### src/source/mmio_csr_pkg.sv
/* Shared widths, identity constants and register map for the MMIO test target.
   Every design and testbench file refers to these by scoped name. */

package mmio_csr_pkg;

    // ========================================================================
    // Bus geometry
    // ========================================================================

    // Word-index address, one step per 64-byte bus word
    localparam int ADDR_WIDTH = 16;
    localparam int DATA_BYTES = 64;
    localparam int DATA_WIDTH = DATA_BYTES * 8;
    // Low address bits that select a register
    localparam int CSR_INDEX_WIDTH = 12;

    // ========================================================================
    // Identity and status constants
    // ========================================================================

    // Accelerator UUID, low half in header word 1, high half in word 2
    localparam logic [127:0] ACCEL_ID = 128'h3f8e_52c1_9d47_4b06_a2e9_71c5_0d3b_86f4;

    // Feature header fields
    localparam logic [3:0] DFH_FEATURE_TYPE = 4'h1;
    localparam int DFH_EOL_BIT = 40;

    // Reported clock, 100 ns period
    localparam logic [15:0] CLOCK_MHZ = 16'd10;
    // Bus code for a 512-bit read/write port
    localparam logic [1:0] BUS_CODE_512 = 2'h3;
    // A full 512-bit write is consumed
    localparam logic WRITE512_OK = 1'b1;

    // 512-bit word seen as eight 64-bit lanes
    typedef logic [7:0][63:0] mmio_data_t;

    // Register indices, anything else reads zero
    typedef enum logic [CSR_INDEX_WIDTH-1:0] {
        CSR_HEADER     = 12'd0,
        CSR_STATUS     = 12'd2,
        CSR_WR_DATA64  = 12'd4,
        CSR_WR_INFO64  = 12'd6,
        CSR_WR_DATA512 = 12'd8,
        CSR_WR_INFO512 = 12'd10
    } csr_index_e;

    // Position of the lowest set byte enable, DATA_BYTES when none is set
    function automatic logic [6:0] first_byte_lane(input logic [DATA_BYTES-1:0] mask);
        logic [6:0] lane;
        lane = 7'(DATA_BYTES);
        // Scan downward so the lowest set bit wins
        for (int i = DATA_BYTES - 1; i >= 0; i--)
        begin
            if (mask[i])
            begin
                lane = 7'(i);
            end
        end
        return lane;
    endfunction

endpackage
### src/source/mmio_req_if.sv
/* One accepted host command, passed from the stall front end to the
   capture and read blocks. */

`timescale 1ns/1ps

interface mmio_req_if;

    // High only in the cycle where the command meets waitrequest low
    logic                                   accepted;
    // Write when set, read otherwise
    logic                                   is_write;
    logic [mmio_csr_pkg::ADDR_WIDTH-1:0]    address;
    logic [mmio_csr_pkg::DATA_BYTES-1:0]    byteenable;
    mmio_csr_pkg::mmio_data_t               writedata;

    // Front end side
    modport source (
        output accepted,
        output is_write,
        output address,
        output byteenable,
        output writedata
    );

    // Consumers, no back-pressure
    modport sink (
        input accepted,
        input is_write,
        input address,
        input byteenable,
        input writedata
    );

endinterface

### src/source/mmio_csr_top.sv
/* Top level of the MMIO register test target with plain Avalon-style ports.
   Connects the stall front end, write capture and read path. */

`timescale 1ns/1ps

module mmio_csr_top (
    input  logic                                clk,
    input  logic                                reset_n,
    input  logic [mmio_csr_pkg::ADDR_WIDTH-1:0] address,
    input  logic [mmio_csr_pkg::DATA_BYTES-1:0] byteenable,
    input  mmio_csr_pkg::mmio_data_t            writedata,
    input  logic                                read,
    input  logic                                write,
    output logic                                waitrequest,
    output mmio_csr_pkg::mmio_data_t            readdata,
    output logic                                readdatavalid
);

    // Accepted command bus
    mmio_req_if req_if ();

    // Captured write state toward the read path
    mmio_csr_pkg::mmio_data_t               wr_data;
    logic [mmio_csr_pkg::DATA_BYTES-1:0]    wr_mask;
    logic [mmio_csr_pkg::ADDR_WIDTH-1:0]    wr_addr;
    logic [5:0]                             wr_lane;

    mmio_stall_front mmio_stall_front_inst (
        .clk         (clk),
        .reset_n     (reset_n),
        .read        (read),
        .write       (write),
        .address     (address),
        .byteenable  (byteenable),
        .writedata   (writedata),
        .waitrequest (waitrequest),
        .req         (req_if.source)
    );

    mmio_write_capture mmio_write_capture_inst (
        .clk     (clk),
        .reset_n (reset_n),
        .req     (req_if.sink),
        .wr_data (wr_data),
        .wr_mask (wr_mask),
        .wr_addr (wr_addr),
        .wr_lane (wr_lane)
    );

    mmio_read_path mmio_read_path_inst (
        .clk           (clk),
        .reset_n       (reset_n),
        .req           (req_if.sink),
        .wr_data       (wr_data),
        .wr_mask       (wr_mask),
        .wr_addr       (wr_addr),
        .wr_lane       (wr_lane),
        .readdata      (readdata),
        .readdatavalid (readdatavalid)
    );

endmodule

### src/source/mmio_read_path.sv
/* Two-stage read responder for the register map. Stage one latches the
   request and header word, stage two selects readdata by register index. */

`timescale 1ns/1ps

module mmio_read_path (
    input  logic                                clk,
    input  logic                                reset_n,
    mmio_req_if.sink                            req,
    input  mmio_csr_pkg::mmio_data_t            wr_data,
    input  logic [mmio_csr_pkg::DATA_BYTES-1:0] wr_mask,
    input  logic [mmio_csr_pkg::ADDR_WIDTH-1:0] wr_addr,
    input  logic [5:0]                          wr_lane,
    output mmio_csr_pkg::mmio_data_t            readdata,
    output logic                                readdatavalid
);

    // ========================================================================
    // Stage one
    // ========================================================================

    logic                           read_req_q;
    mmio_csr_pkg::csr_index_e       read_idx_q;
    mmio_csr_pkg::mmio_data_t       header_q;
    logic [6:0]                     req_lane;
    // Byte address of the live request
    logic [31:0]                    req_byte_addr;

    assign req_lane      = mmio_csr_pkg::first_byte_lane(req.byteenable);
    assign req_byte_addr = 32'({req.address, req_lane[5:0]});

    always_ff @(posedge clk)
    begin
        if (!reset_n)
        begin
            read_req_q <= 1'b0;
        end
        else
        begin
            read_req_q <= req.accepted && !req.is_write;
        end
    end

    // Index and header follow the bus every cycle
    always_ff @(posedge clk)
    begin
        read_idx_q <= mmio_csr_pkg::csr_index_e'(
            req.address[mmio_csr_pkg::CSR_INDEX_WIDTH-1:0]);

        header_q <= '0;
        // Single feature, type AFU, end of list
        header_q[0][63:60] <= mmio_csr_pkg::DFH_FEATURE_TYPE;
        header_q[0][mmio_csr_pkg::DFH_EOL_BIT] <= 1'b1;
        header_q[1] <= mmio_csr_pkg::ACCEL_ID[63:0];
        header_q[2] <= mmio_csr_pkg::ACCEL_ID[127:64];
        // Repeated so either 32-bit half can be read
        header_q[7] <= {req_byte_addr, req_byte_addr};
    end

    // ========================================================================
    // Stage two
    // ========================================================================

    logic [63:0]                status_word;
    // Address with its byte lane appended
    logic [63:0]                info_addr;
    mmio_csr_pkg::mmio_data_t   rd_next;

    assign status_word = {32'h0,
                          mmio_csr_pkg::CLOCK_MHZ,
                          mmio_csr_pkg::BUS_CODE_512,
                          9'h0,
                          mmio_csr_pkg::WRITE512_OK,
                          4'h0};

    assign info_addr = 64'({wr_addr, wr_lane});

    always_comb
    begin
        rd_next = '0;
        case (read_idx_q)
            mmio_csr_pkg::CSR_HEADER:     rd_next = header_q;
            mmio_csr_pkg::CSR_STATUS:     rd_next[0] = status_word;
            // Acts like a 64-bit port, lane picked by the first enabled byte
            mmio_csr_pkg::CSR_WR_DATA64:  rd_next[0] = wr_data[wr_lane[5:3]];
            mmio_csr_pkg::CSR_WR_INFO64:
            begin
                rd_next[0] = info_addr;
                rd_next[1] = 64'(wr_mask[{wr_lane[5:3], 3'b000} +: 8]);
            end
            mmio_csr_pkg::CSR_WR_DATA512: rd_next = wr_data;
            mmio_csr_pkg::CSR_WR_INFO512:
            begin
                rd_next[0] = info_addr;
                rd_next[1] = wr_mask;
            end
            default:                      rd_next = '0;
        endcase
    end

    always_ff @(posedge clk)
    begin
        if (!reset_n)
        begin
            readdatavalid <= 1'b0;
        end
        else
        begin
            readdatavalid <= read_req_q;
        end
    end

    // Payload, qualified by readdatavalid
    always_ff @(posedge clk)
    begin
        readdata <= rd_next;
    end

endmodule

### src/source/mmio_write_capture.sv
/* Keeps the byte-merged data, mask, address and first byte lane of the
   last accepted write so the host can read them back. */

`timescale 1ns/1ps

module mmio_write_capture (
    input  logic                                clk,
    input  logic                                reset_n,
    mmio_req_if.sink                            req,
    output mmio_csr_pkg::mmio_data_t            wr_data,
    output logic [mmio_csr_pkg::DATA_BYTES-1:0] wr_mask,
    output logic [mmio_csr_pkg::ADDR_WIDTH-1:0] wr_addr,
    output logic [5:0]                          wr_lane
);

    // Flat views for byte slicing
    logic [mmio_csr_pkg::DATA_WIDTH-1:0] old_bits;
    logic [mmio_csr_pkg::DATA_WIDTH-1:0] new_bits;
    logic [mmio_csr_pkg::DATA_WIDTH-1:0] merged_bits;
    // Full function result, bit 6 flags an empty mask
    logic [6:0]                          lane_full;
    logic                                write_hit;

    assign old_bits  = wr_data;
    assign new_bits  = req.writedata;
    assign write_hit = req.accepted && req.is_write;
    assign lane_full = mmio_csr_pkg::first_byte_lane(req.byteenable);

    // Enabled bytes come from the host, the rest keep their old value
    always_comb
    begin
        merged_bits = old_bits;
        for (int i = 0; i < mmio_csr_pkg::DATA_BYTES; i++)
        begin
            if (req.byteenable[i])
            begin
                merged_bits[i*8 +: 8] = new_bits[i*8 +: 8];
            end
        end
    end

    // ========================================================================
    // Capture registers
    // ========================================================================

    // All ones after reset, so an untouched lane reads 63
    always_ff @(posedge clk)
    begin
        if (!reset_n)
        begin
            wr_data <= '1;
            wr_mask <= '1;
            wr_addr <= '1;
            wr_lane <= '1;
        end
        else if (write_hit)
        begin
            wr_data <= merged_bits;
            // Mask is stored whole, not merged
            wr_mask <= req.byteenable;
            wr_addr <= req.address;
            wr_lane <= lane_full[5:0];
        end
    end

endmodule

### src/source/mmio_stall_front.sv
/* Host-facing front end that throttles with a rotating waitrequest ring
   and hands accepted commands to the rest of the design. */

`timescale 1ns/1ps

module mmio_stall_front (
    input  logic                                clk,
    input  logic                                reset_n,
    input  logic                                read,
    input  logic                                write,
    input  logic [mmio_csr_pkg::ADDR_WIDTH-1:0] address,
    input  logic [mmio_csr_pkg::DATA_BYTES-1:0] byteenable,
    input  mmio_csr_pkg::mmio_data_t            writedata,
    output logic                                waitrequest,
    mmio_req_if.source                          req
);

    // ========================================================================
    // Stall ring
    // ========================================================================

    // A single zero circles the ring, so the host gets one slot in 16
    logic [15:0] stall_ring;

    always_ff @(posedge clk)
    begin
        if (!reset_n)
        begin
            stall_ring <= {{15{1'b1}}, 1'b0};
        end
        else
        begin
            stall_ring <= {stall_ring[14:0], stall_ring[15]};
        end
    end

    // Zero reaches bit 8 on the 8th edge after reset release
    assign waitrequest = stall_ring[8];

    // ========================================================================
    // Command acceptance
    // ========================================================================

    assign req.accepted   = (read || write) && !waitrequest;
    assign req.is_write   = write;
    // Fields are only meaningful while accepted is high
    assign req.address    = address;
    assign req.byteenable = byteenable;
    assign req.writedata  = writedata;

endmodule

### config.mk
export PLATFORM = sky130hd
export DESIGN_NAME = mmio_csr_top
export DESIGN_NICKNAME = d
export VERILOG_FILES = /design/src/source/mmio_csr_pkg.sv /design/src/source/mmio_req_if.sv /design/src/source/mmio_csr_top.sv /design/src/source/mmio_read_path.sv /design/src/source/mmio_write_capture.sv /design/src/source/mmio_stall_front.sv
export SDC_FILE = /design/constraint.sdc
export NUM_CORES = 2
export LEC_CHECK = 0
export BUFFER_PORTS_ARGS = -buffer_cell sky130_fd_sc_hd__clkbuf_2
export CELL_PAD_IN_SITES_DETAIL_PLACEMENT = 1
export CELL_PAD_IN_SITES_GLOBAL_PLACEMENT = 2
export CORE_AREA = 3 3 437 439
export CTS_CLUSTER_SIZE = 14
export DETAILED_ROUTE_END_ITERATION = 8
export DIE_AREA = 0 0 440 442
export GPL_TIMING_DRIVEN = 1
export PLACE_DENSITY_LB_ADDON = 0.15
export REMOVE_ABC_BUFFERS = 1
export SLEW_MARGIN = 20
export SYNTH_ARGS = -nofsm -noshare
export SYNTH_HDL_FRONTEND = slang
export SYNTH_SLANG_ARGS = --single-unit
### constraint.sdc
create_clock -name clk -period 2.2 [get_ports clk]
set_input_delay 0.44 -clock clk [delete_from_list [all_inputs] [get_ports clk]]
set_output_delay 0.44 -clock clk [all_outputs]
set_load 0.03 [all_outputs]
==> run_results.csv <==
group,metric,value,unit
status,status,"complete, but fails checks",
status,violations,"negative setup slack",
place,gp_congestion,0.847,
setup_path,critPathKind,"flip-flop to flip-flop",
routing,drt_iter0_drc,1944,
floorplan,initial_core_util,0.217,
pwr,power_density,758,nW/um2
routing,routed_via_density,4.50,
routing,drt-pass1-iter-count,5,
min_path,whs_endpoint,"mmio_write_capture_inst.wr_mask[39]",
run,drv_cap,0,
finish,fillCellCount,21600,
finish,instances_no_fill,8694,
setup_path,critPathRequiredTime,2.93,ns
timing,slew-limit-headroom,0.272,
global_route,first_global_vias,41400,
setup_path,cp-end-kind,"flip-flop",
setup_path,r2r-start,"mmio_read_path_inst.read_idx_q[9]",
place,io_buffers,1109,
logic_synthesis,synth_seq_cells,1150,
global_route,grt_pass1_wl,331000,um
min_path,hold_path.class,"primary input to flip-flop",
timing,worst_slack,-0.0826,ns
global_route,use_met3,0.0434,
setup_path,cp_max_fo,8,
finish,ff_latch_area,23000,um2
timing,holdWs,0.0923,ns
floorplan,pin_count,1110,
timing,rsz0062_at_grt,"yes",
logic_synthesis,yosys.cell_types.count,46,
min_path,hold_path_depth,3,
routing,wl_per_cell,28.2,um
finish,drive_above_1_share,0.298,
finish,nets,6660,
logic_synthesis,synth_cells,4253,
clocking,clockBufferDepth,3,
clocking,worstSkewPairLatency,0.81,ns
timing,min_period,2.28,ns
clocking,htreeDepth,4,
pwr,finalPower,47.2,mW
setup_path,rrSetupSlack,-0.08,ns
pwr,p_leak,29.2,nW
global_route,grt_use_total,0.241,
clocking,clockRootBuffer,"clkbuf_16",
clocking,cts_tree,"built",
timing,tns,-7.77,ns
timing,fin_crit_sh,1.04,
floorplan,die_h,442,um
global_route,grt_max_degree,71,
place,place_inst,7836,
floorplan,core.rowCount,159,
timing,worst_pin_slew,1.09,ns
routing,ant_nets,0,
setup_path,startpoint_type,"flip-flop",
clocking,clock_sinks,1150,
routing,route.detailed.drc,0,
setup_path,reg2regPathDepth,8,
floorplan,core_region_area,188000,um2
floorplan,fp.dieW,440,um
logic_synthesis,synth_area,40700,um2
clocking,clk_pin_slew,0.06,ns
setup_path,r2r_end,"mmio_read_path_inst.readdata[366]",
routing,vias,39100,
pwr,max-vdd-ir-drop,568,uV
timing,fmax,438,MHz
clocking,cts_made_buffers,146,
global_route,antenna_found_initial,51,
logic_synthesis,ys_seq_area_frac,0.565,
finish,utilization,0.332,
global_route,met2_usage,0.432,
logic_synthesis,syn_area_per_cell,9.58,um2
timing,hold_viol,0,
place,hpwl,186000,um
timing,setup_viol,216,
timing,finalMaxSlewViolations,0,
routing,routed_wl,245000,um
timing,skew,0.0332,ns
global_route,overflow,0,
global_route,busiest_layer,"met2",
global_route,met1_usage,0.285,
setup_path,cp.arrival,3.01,ns
logic_synthesis,async_flop_share,0,
finish,multi_input_comb_area,16800,um2
logic_synthesis,synth_edf_count,0,
logic_synthesis,synth.yosys.warnings,0,
floorplan,die_area,194000,um2
min_path,hold_start,"byteenable[39]",
finish,area_delta_synth_final,52.9,%
logic_synthesis,synth-main-ff-cell,"dfxtp_1",
==> cell type report <==
class	count	share of cell area
Antenna cell	23	0.000924
Clock buffer	220	0.0701
Sequential cell	1150	0.370
Clock inverter	40	0.00645
Timing Repair Buffer	1932	0.232
Inverter	11	0.000703
Tap cell	2495	0.0501
Multi-Input combinational cell	2823	0.270
==> state kept, by name (all words and copies together) (netlist names), 6 cells and up <==
signal                            cells
mmio_read_path_inst.header_q         11
mmio_read_path_inst.read_idx_q       11
mmio_read_path_inst.readdata        512
mmio_stall_front_inst.stall_ring     16
mmio_write_capture_inst.wr_addr      16
mmio_write_capture_inst.wr_data     512
mmio_write_capture_inst.wr_lane       6
mmio_write_capture_inst.wr_mask      64
==> metrics by stage <==
step	setup slack (ns)	instance area [um2]
2_1_floorplan	-5.03	39700
3_3_place_gp	-0.231	51000
3_5_place_dp	-0.174	51000
6_report	-0.0826	62300
5_1_grt	-0.114	62300
4_1_cts	0.00510	61200
==> synth_stat cells, types with 3 or more instances <==
cell type	count	area [um2]
a2111oi_0	3	26.3
a211oi_1	3	22.5
a21o_1	32	240
a21oi_1	79	395
a221o_1	28	280
a221oi_1	10	87.6
a22o_1	49	429
a22oi_1	18	135
a31oi_1	3	18.8
and2_1	389	2430
buf_1	12	45.0
buf_2	45	225
buf_4	3	22.5
clkbuf_1	209	785
dfxtp_1	1150	23000
inv_1	11	41.3
mux2i_1	71	711
mux4_2	144	3240
nand2_1	1236	4640
nand2b_1	19	119
nand3_1	533	2670
nand4_1	3	18.8
nor2_1	41	154
nor2b_1	10	62.6
nor3_1	12	60.1
nor3b_1	3	22.5
nor4_1	23	144
o211ai_1	3	22.5
o21ai_0	83	415
o31ai_1	5	37.5
or4_1	5	37.5
==> power by group <==
group          switching [mW]  internal [mW]
Clock                    9.90           14.2
Sequential             0.0314           20.9
Combinational            1.09           1.17
==> per-layer routing <==
layer	up-vias	share of wire
met1	19600	0.41
met5	-	0.000053
li1	18100	-
met4	2	0.039
met2	1104	0.50
met3	346	0.046
==> logic make-up (layout without fill, tap and decap cells) <==
| group | Yosys count | after routing | share of synthesized area |
|---|---|---|---|
| other | 0 | 23 | 0 |
| muxes | 215 | 215 | 0.0971 |
| AOI/OAI and AO/OA | 328 | 328 | 0.0544 |
| DFF | 1150 | 1150 | 0.565 |
| and+or+nand+nor | 2280 | 2280 | 0.256 |
| buffers and inverters | 280 | 2203 | 0.0275 |
==> critical path, stage by stage (launching register included) <==
cell and delay (ns):
dfxtp_1 0.29, or4_4 0.53, or3_4 0.44, nor2_4 0.17
buf_6 0.13, buf_12 0.16, clkbuf_16 0.21, clkbuf_16 0.16
and2_1 0.12
==> cell usage in the layout, fill, tap and decap left out, drive strengths merged, types with 4 or more instances in the layout <==
master,Yosys,routed
dfxtp,1150,1150
a21oi,79,79
nand3,533,533
a21o,32,32
nor2,43,43
nor3,12,12
and2,389,389
nand2b,19,19
mux2i,71,71
o31ai,5,5
clkbuf,209,1350
nor4,24,24
mux4,144,144
a221oi,10,10
a221o,28,28
o21ai,83,83
buf,60,272
a22oi,18,18
nand2,1236,1236
clkinv,0,28
bufinv,0,4
a22o,49,49
or4,5,5
dlygate4sd3,0,530
diode,0,23
inv,11,17
nor2b,10,10
==> what timing repair did <==
action | in CTS | in global routing
pin swaps | 1 | 42
setup endpoints to repair | 353 | 149
hold endpoints to repair | 543 | 0
gates cloned | 1 | 26
gates resized for setup | 4 | 116
buffers inserted | 8 | 11
hold buffers | 530 | 0
==> worst max-delay path by stage <==
stage / start / to / slack (ns) / cells past startpoint
3_3_place_gp: byteenable[62] / mmio_read_path_inst.header_q[480] / -0.23 / 8
6_report: mmio_read_path_inst.read_idx_q[9] / mmio_read_path_inst.readdata[366] / -0.08 / 8
5_1_grt: mmio_read_path_inst.read_idx_q[9] / mmio_read_path_inst.readdata[50] / -0.11 / 8
2_1_floorplan: mmio_write_capture_inst.wr_lane[3] / mmio_read_path_inst.readdata[21] / -5.03 / 4
3_5_place_dp: byteenable[31] / mmio_write_capture_inst.wr_lane[5] / -0.17 / 10
4_1_cts: mmio_read_path_inst.read_idx_q[9] / mmio_read_path_inst.readdata[71] / 0.005 / 7
Power figures use the tool's default switching activity.
